<file path="config.mk">
export PLATFORM = sky130hd
export DESIGN_NAME = ahb_router
export DESIGN_NICKNAME = d
export VERILOG_FILES = /design/src/rtl/router_pkg.sv /design/src/rtl/ahb_router.sv /design/src/rtl/response_mux.sv /design/src/rtl/target_port.sv /design/src/rtl/target_arbiter.sv /design/src/rtl/ahb_addr_decode.sv
export SDC_FILE = /design/constraint.sdc
export NUM_CORES = 1
export LEC_CHECK = 0
export BUFFER_PORTS_ARGS = -buffer_cell sky130_fd_sc_hd__buf_2
export CORE_AREA = 2 2 171 173
export CTS_CLUSTER_SIZE = 8
export DETAILED_ROUTE_END_ITERATION = 10
export DIE_AREA = 0 0 173 175
export HOLD_SLACK_MARGIN = 0.06
export SLEW_MARGIN = 20
export SYNTH_ARGS = -nofsm -noshare
export SYNTH_HDL_FRONTEND = slang
export SYNTH_HIERARCHICAL = 1
export SYNTH_SLANG_ARGS = --single-unit
</file>
<file path="constraint.sdc">
create_clock -name clk -period 4.8 [get_ports clk]
set_clock_uncertainty 0.15 [all_clocks]
set_input_delay 0.48 -clock clk [delete_from_list [all_inputs] [get_ports clk]]
set_output_delay 0.48 -clock clk [all_outputs]
set_load 0.02 [all_outputs]
</file>
<file path="src/rtl/router_pkg.sv">
package router_pkg;

    ////////////////////////////////////////
    // Widths
    ////////////////////////////////////////
    localparam int DATA_W  = 32;
    localparam int ADDR_W  = 32;
    localparam int WORD_W  = 12;
    localparam int REG_W   = 3;
    localparam int BEN_W   = DATA_W / 8;
    localparam int NUM_TGT = 3;
    localparam int NUM_MST = 2;

    // htrans code that marks a new transfer
    localparam logic [1:0] HTRANS_NONSEQ = 2'b10;

    // Response countdown loaded at the grant edge
    localparam logic [1:0] RD_WAIT = 2'd1;
    localparam logic [1:0] WR_WAIT = 2'd2;

    // One bit per target, set means dmem is favored
    localparam logic [NUM_TGT-1:0] FAVOR_RST = 3'b110;

    typedef enum logic [2:0] {
        SIZE_BYTE = 3'b000,
        SIZE_HALF = 3'b001,
        SIZE_WORD = 3'b010
    } hsize_e;

    typedef enum logic [1:0] {
        TGT_INST = 2'b00,
        TGT_DATA = 2'b01,
        TGT_REG  = 2'b10
    } target_e;

    ////////////////////////////////////////
    // Bus structs
    ////////////////////////////////////////
    typedef struct packed {
        logic [1:0]        htrans;
        logic [ADDR_W-1:0] haddr;
        logic              hwrite;
        hsize_e            hsize;
        logic [DATA_W-1:0] hwdata;
    } ahb_req_t;

    typedef struct packed {
        logic              hready;
        logic [DATA_W-1:0] hrdata;
    } ahb_rsp_t;

    typedef struct packed {
        logic              valid;
        target_e           target;
        logic [WORD_W-1:0] word;
        logic [REG_W-1:0]  reg_addr;
        logic [BEN_W-1:0]  wben;
        logic              write;
        logic [DATA_W-1:0] wdata;
    } decoded_t;

    typedef struct packed {
        logic [WORD_W-1:0] addr;
        logic [DATA_W-1:0] wdata;
        logic [BEN_W-1:0]  wben;
        logic              rwn;
    } mem_port_t;

    typedef struct packed {
        logic [REG_W-1:0]  addr;
        logic [DATA_W-1:0] wdata;
        logic [BEN_W-1:0]  wben;
        logic              rwn;
    } reg_port_t;

endpackage
</file>
<file path="src/rtl/ahb_router.sv">
module ahb_router (
    input  logic                            clk,
    input  logic                            reset,
    input  router_pkg::ahb_req_t            imem_req,
    input  router_pkg::ahb_req_t            dmem_req,
    output router_pkg::ahb_rsp_t            imem_rsp,
    output router_pkg::ahb_rsp_t            dmem_rsp,
    output router_pkg::mem_port_t           inst_port,
    output router_pkg::mem_port_t           data_port,
    output router_pkg::reg_port_t           reg_port,
    input  logic [router_pkg::DATA_W-1:0]   inst_rdata,
    input  logic [router_pkg::DATA_W-1:0]   data_rdata,
    input  logic [router_pkg::DATA_W-1:0]   reg_rdata
);

    router_pkg::decoded_t           imem_dec;
    router_pkg::decoded_t           dmem_dec;
    router_pkg::decoded_t           inst_sel;
    router_pkg::decoded_t           data_sel;
    router_pkg::decoded_t           reg_sel;
    logic [router_pkg::NUM_TGT-1:0] load;
    logic [router_pkg::NUM_TGT-1:0] port_busy;
    logic                           imem_grant;
    logic                           dmem_grant;
    router_pkg::target_e            imem_tgt;
    router_pkg::target_e            dmem_tgt;
    logic                           imem_busy;
    logic                           dmem_busy;

    ////////////////////////////////////////
    // Master side decode
    ////////////////////////////////////////
    ahb_addr_decode u_imem_decode (
        .req  (imem_req),
        .busy (imem_busy),
        .dec  (imem_dec)
    );

    ahb_addr_decode u_dmem_decode (
        .req  (dmem_req),
        .busy (dmem_busy),
        .dec  (dmem_dec)
    );

    target_arbiter u_arbiter (
        .clk        (clk),
        .reset      (reset),
        .imem_dec   (imem_dec),
        .dmem_dec   (dmem_dec),
        .port_busy  (port_busy),
        .inst_sel   (inst_sel),
        .data_sel   (data_sel),
        .reg_sel    (reg_sel),
        .load       (load),
        .imem_grant (imem_grant),
        .dmem_grant (dmem_grant),
        .imem_tgt   (imem_tgt),
        .dmem_tgt   (dmem_tgt)
    );

    ////////////////////////////////////////
    // Target ports
    ////////////////////////////////////////
    target_port #(.port_t(router_pkg::mem_port_t)) u_inst_port (
        .clk   (clk),
        .reset (reset),
        .load  (load[router_pkg::TGT_INST]),
        .sel   (inst_sel),
        .port  (inst_port),
        .busy  (port_busy[router_pkg::TGT_INST])
    );

    target_port #(.port_t(router_pkg::mem_port_t)) u_data_port (
        .clk   (clk),
        .reset (reset),
        .load  (load[router_pkg::TGT_DATA]),
        .sel   (data_sel),
        .port  (data_port),
        .busy  (port_busy[router_pkg::TGT_DATA])
    );

    target_port #(.port_t(router_pkg::reg_port_t)) u_reg_port (
        .clk   (clk),
        .reset (reset),
        .load  (load[router_pkg::TGT_REG]),
        .sel   (reg_sel),
        .port  (reg_port),
        .busy  (port_busy[router_pkg::TGT_REG])
    );

    response_mux u_response (
        .clk        (clk),
        .reset      (reset),
        .imem_grant (imem_grant),
        .dmem_grant (dmem_grant),
        .imem_tgt   (imem_tgt),
        .dmem_tgt   (dmem_tgt),
        .imem_write (imem_dec.write),
        .dmem_write (dmem_dec.write),
        .inst_rdata (inst_rdata),
        .data_rdata (data_rdata),
        .reg_rdata  (reg_rdata),
        .imem_busy  (imem_busy),
        .dmem_busy  (dmem_busy),
        .imem_rsp   (imem_rsp),
        .dmem_rsp   (dmem_rsp)
    );

endmodule

</file>
<file path="src/rtl/response_mux.sv">
module response_mux (
    input  logic                            clk,
    input  logic                            reset,
    input  logic                            imem_grant,
    input  logic                            dmem_grant,
    input  router_pkg::target_e             imem_tgt,
    input  router_pkg::target_e             dmem_tgt,
    input  logic                            imem_write,
    input  logic                            dmem_write,
    input  logic [router_pkg::DATA_W-1:0]   inst_rdata,
    input  logic [router_pkg::DATA_W-1:0]   data_rdata,
    input  logic [router_pkg::DATA_W-1:0]   reg_rdata,
    output logic                            imem_busy,
    output logic                            dmem_busy,
    output router_pkg::ahb_rsp_t            imem_rsp,
    output router_pkg::ahb_rsp_t            dmem_rsp
);

    logic [router_pkg::NUM_MST-1:0] grant;
    logic [router_pkg::NUM_MST-1:0] write;
    router_pkg::target_e            tgt      [router_pkg::NUM_MST];
    router_pkg::target_e            pend_tgt [router_pkg::NUM_MST];
    logic [1:0]                     cnt      [router_pkg::NUM_MST];
    logic [router_pkg::DATA_W-1:0]  hrdata   [router_pkg::NUM_MST];

    // Index 0 is imem, index 1 is dmem
    assign grant  = {dmem_grant, imem_grant};
    assign write  = {dmem_write, imem_write};
    assign tgt[0] = imem_tgt;
    assign tgt[1] = dmem_tgt;

    ////////////////////////////////////////
    // Pending access per master
    ////////////////////////////////////////
    always_ff @(posedge clk) begin
        for (int m = 0; m < router_pkg::NUM_MST; m++) begin
            if (grant[m]) begin
                pend_tgt[m] <= tgt[m];
            end

            if (reset) begin
                cnt[m] <= '0;
            end else if (grant[m]) begin
                cnt[m] <= write[m] ? router_pkg::WR_WAIT : router_pkg::RD_WAIT;
            end else if (cnt[m] != 2'd0) begin
                cnt[m] <= cnt[m] - 2'd1;
            end
        end
    end

    // Read data follows the port address loaded at the grant edge
    always_comb begin
        for (int m = 0; m < router_pkg::NUM_MST; m++) begin
            case (pend_tgt[m])
                router_pkg::TGT_INST: hrdata[m] = inst_rdata;
                router_pkg::TGT_DATA: hrdata[m] = data_rdata;
                default:              hrdata[m] = reg_rdata;
            endcase
        end
    end

    // hready cycle still counts as pending
    assign imem_busy = (cnt[0] != 2'd0);
    assign dmem_busy = (cnt[1] != 2'd0);

    assign imem_rsp = '{hready: (cnt[0] == 2'd1), hrdata: hrdata[0]};
    assign dmem_rsp = '{hready: (cnt[1] == 2'd1), hrdata: hrdata[1]};

endmodule

</file>
<file path="src/rtl/target_port.sv">
module target_port #(
    parameter type port_t = router_pkg::mem_port_t
) (
    input  logic                 clk,
    input  logic                 reset,
    input  logic                 load,
    input  router_pkg::decoded_t sel,
    output port_t                port,
    output logic                 busy
);

    logic [router_pkg::WORD_W-1:0] addr_full;

    // Register block uses the byte address bits, RAMs the word index
    always_comb begin
        if (sel.target == router_pkg::TGT_REG) begin
            addr_full = {{(router_pkg::WORD_W - router_pkg::REG_W){1'b0}}, sel.reg_addr};
        end else begin
            addr_full = sel.word;
        end
    end

    ////////////////////////////////////////
    // Port registers
    ////////////////////////////////////////
    always_ff @(posedge clk) begin
        if (load) begin
            port.addr  <= addr_full[$bits(port.addr)-1:0];
            port.wdata <= sel.wdata;
        end

        if (reset) begin
            port.rwn  <= 1'b1;
            port.wben <= '0;
        end else if (load) begin
            // Reads keep the lanes closed
            port.rwn  <= ~sel.write;
            port.wben <= sel.write ? sel.wben : '0;
        end else begin
            // Write strobe lasts a single cycle
            port.rwn  <= 1'b1;
            port.wben <= '0;
        end
    end

    assign busy = ~port.rwn;

endmodule

</file>
<file path="src/rtl/target_arbiter.sv">
module target_arbiter (
    input  logic                                clk,
    input  logic                                reset,
    input  router_pkg::decoded_t                imem_dec,
    input  router_pkg::decoded_t                dmem_dec,
    input  logic [router_pkg::NUM_TGT-1:0]      port_busy,
    output router_pkg::decoded_t                inst_sel,
    output router_pkg::decoded_t                data_sel,
    output router_pkg::decoded_t                reg_sel,
    output logic [router_pkg::NUM_TGT-1:0]      load,
    output logic                                imem_grant,
    output logic                                dmem_grant,
    output router_pkg::target_e                 imem_tgt,
    output router_pkg::target_e                 dmem_tgt
);

    logic [router_pkg::NUM_TGT-1:0] imem_want;
    logic [router_pkg::NUM_TGT-1:0] dmem_want;
    logic [router_pkg::NUM_TGT-1:0] imem_win;
    logic [router_pkg::NUM_TGT-1:0] dmem_win;
    logic [router_pkg::NUM_TGT-1:0] contend;
    logic [router_pkg::NUM_TGT-1:0] favor_dmem;
    router_pkg::decoded_t           sel [router_pkg::NUM_TGT];

    ////////////////////////////////////////
    // Per-target grant
    ////////////////////////////////////////
    always_comb begin
        for (int t = 0; t < router_pkg::NUM_TGT; t++) begin
            imem_want[t] = imem_dec.valid && (imem_dec.target == router_pkg::target_e'(t));
            dmem_want[t] = dmem_dec.valid && (dmem_dec.target == router_pkg::target_e'(t));
            // A port in its write cycle takes nothing new
            contend[t]  = imem_want[t] && dmem_want[t] && !port_busy[t];
            imem_win[t] = imem_want[t] && !port_busy[t] && (!dmem_want[t] || !favor_dmem[t]);
            dmem_win[t] = dmem_want[t] && !port_busy[t] && (!imem_want[t] || favor_dmem[t]);
            load[t]     = imem_win[t] || dmem_win[t];
            sel[t]      = dmem_win[t] ? dmem_dec : imem_dec;
        end
    end

    // Favor flips only when a contended grant is actually made
    always_ff @(posedge clk) begin
        if (reset) begin
            favor_dmem <= router_pkg::FAVOR_RST;
        end else begin
            favor_dmem <= favor_dmem ^ contend;
        end
    end

    assign inst_sel = sel[router_pkg::TGT_INST];
    assign data_sel = sel[router_pkg::TGT_DATA];
    assign reg_sel  = sel[router_pkg::TGT_REG];

    // Each master asks for one target at most
    assign imem_grant = |imem_win;
    assign dmem_grant = |dmem_win;
    assign imem_tgt   = imem_dec.target;
    assign dmem_tgt   = dmem_dec.target;

endmodule

</file>
<file path="src/rtl/ahb_addr_decode.sv">
module ahb_addr_decode (
    input  router_pkg::ahb_req_t req,
    input  logic                 busy,
    output router_pkg::decoded_t dec
);

    always_comb begin
        // Masked while the previous access of this master is pending
        dec.valid = (req.htrans == router_pkg::HTRANS_NONSEQ) && !busy;

        // Bits 15:14 pick the target, 1x goes to the register block
        if (req.haddr[15]) begin
            dec.target = router_pkg::TGT_REG;
        end else if (req.haddr[14]) begin
            dec.target = router_pkg::TGT_DATA;
        end else begin
            dec.target = router_pkg::TGT_INST;
        end

        dec.word     = req.haddr[13:2];
        dec.reg_addr = req.haddr[2:0];

        // Lane enables from size and low address bits
        case (req.hsize)
            router_pkg::SIZE_BYTE: begin
                dec.wben = 4'b0001 << req.haddr[1:0];
            end
            router_pkg::SIZE_HALF: begin
                dec.wben = req.haddr[1] ? 4'b1100 : 4'b0011;
            end
            router_pkg::SIZE_WORD: begin
                dec.wben = 4'b1111;
            end
            default: begin
                dec.wben = 4'b1111;
            end
        endcase

        dec.write = req.hwrite;
        dec.wdata = req.hwdata;
    end

endmodule

</file>
==> flow_metrics.tcl <==
set metrics [dict create \
    outcome "finished clean" \
    io_buffers 409 \
    clockRootBuffer "clkbuf_16" \
    ys_warn_count 6 \
    drt-initial-drc-count 252 \
    required_ns 4.92 \
    slowest_delay_ns 0.55 \
    maxCapViolCount 0 \
    cts.sinks 149 \
    postRouteAntennaNets 0 \
    globalplace.congestion 0.841 \
    cts_made_buffers 17 \
    antenna_found_initial 7 \
    drt-pass1-iter-count 5 \
    vias 6808 \
    post_cts_buffers 0 \
    fin_cells 1469 \
    via_per_inst 4.63 \
    cp_cell_sequence "inv_1 > ha_1 > inv_1 > nor3b_1 > nand3b_1 > o21a_4 > or3_1 > or3_1 > a21oi_1" \
    die_x_um 173 \
    fin_crit_ns 3.45 \
    p_per_area_nw_per_um2 337 \
    overflow 0 \
    die_h_um 175 \
    rows 62 \
    clock_latency_ns 0.42 \
    tightestPinTransition_ns 0.969 \
    fin_crit_sh 0.719 \
    postSynthCellCount 767 \
    grt_pass1_wl_mm 40.7 \
    slowest_stage "or3_1" \
    synthesis.nets 1009 \
    tns_ns 0 \
    grt_pass1_vias 6863 \
    grtUsageMet2 0.337 \
    gr-max-usage-layer "met2" \
    holdWs_ns 0.213 \
    drc 0 \
    final_util 0.420 \
    cts_tree "built" \
    hp-class "primary input to flop" \
    drive_gt1_frac 0.573 \
    r2r_start "u_response/cnt[0][0]" \
    h-tree-depth 4 \
    ctsHoldBuffers 0 \
    fin_ws_ns 1.35 \
    grt_max_degree 65 \
    track_usage 0.177 \
    clockBufferDepth 2 \
    setup_viol 0 \
    holdCritStartpoint "imem_req[51]" \
    slew_headroom 0.354 \
    grtUsageMet3 0.0413 \
    core_area_um2 28400 \
    crit_type "flop to flop" \
    start_util 0.347 \
    maxClockFrequency_ghz 0.290 \
    cts.clk_slew.worst_paths_ns 0.07 \
    dp_hpwl_mm 20.9 \
    cp.arrival_ns 3.57 \
    crit_path_end_kind "flop" \
    crit_start "u_response/cnt[0][0]" \
    pre_cts_slack_ns 1.32 \
    slew_violations 0 \
    globalRouteMet1Util 0.190 \
    dieArea_um2 30300 \
    grt_setup_unrepaired "no" \
    start_kind "flop" \
    postPlaceCellArea_um2 11300 \
    dp.cells 1432 \
    ir_drop_v 0.000186 \
    avgSynthCellArea_um2 12.8 \
    postLayoutCellArea_um2 11900 \
    cts_resized 0 \
    detail_route.wl_per_cell_um 18.8 \
    hold_viol 0 \
    layout.nets 1309 \
    synth_area_um2 9840 \
    cp_max_fo 38 \
    ioPinCount 442 \
    wl_mm 27.6 \
    syn2layout_area_growth_pct 21.2 \
    p_leak_nw 5.35 \
    power.total_mw 4.02 \
]
final timing paths:
kind / to / slack [ns] / depth (start not counted)
max: u_response/cnt[1][0] / 1.35 / 9
min: u_response/pend_tgt[0][1] / 0.21 / 1
max reg2reg: u_response/cnt[1][0] / 1.35 / 9
min reg2reg: u_arbiter/favor_dmem[0] / 0.36 / 2
power by group:
group          internal [mW]  leakage [nW]  total, mW  switching [mW]
Combinational          0.459          3.72       1.08           0.622
Sequential              1.55          1.35       1.58          0.0331
Clock                  0.708         0.289       1.36           0.653
worst max-delay path, delay by kind of cell, from the launching register on:
family	cells	cell delay, ns
buffers and inverters	2	0.14
adder cells (fa/ha/maj)	1	0.17
AO/OA/AOI/OAI	2	0.68
flip-flops	1	0.42
AND/OR/NAND/NOR	4	1.74
layout by cell type (no fill, tap or decap), types with 3 or more instances in the layout:
cell type	count
mux2i_1	64
o21ai_1	68
mux2_1	12
nor2_1	5
inv_1	17
edfxtp_1	131
clkbuf_16	17
clkinv_8	4
buf_4	14
ha_1	4
dfxtp_1	18
a21oi_1	5
and2_1	30
or3_1	9
buf_2	409
mux2_4	136
nand2_1	66
nor2b_1	3
and3b_1	3
diode_2	5
nand3b_1	4
inv_8	6
mux2_2	8
nand2b_1	3
o21ai_0	6
sequential cells by signal, indices dropped and copies added, names as in the netlist:
signal	flops
u_data_port/port	49
u_inst_port/port	49
u_reg_port/port	40
u_response/cnt	4
u_response/pend_tgt	4
u_arbiter/favor_dmem	3
cell type report:
type	count	area, µm²
Inverter	17	63.8
Sequential cell	149	4290
Timing Repair Buffer	425	2190
Tap cell	384	480
Fill cell	2749	16500
Clock inverter	15	181
Multi-Input combinational cell	457	4280
Clock buffer	17	425
Antenna cell	5	12.5
metal layers:
metal / vias to the layer above / wire length (µm)
met4: 0 / 539
met2: 277 / 14900
met1: 3240 / 10600
met3: 36 / 1590
li1: 3255 / -
met5: - / 0
(Power assumes the default switching activity.)
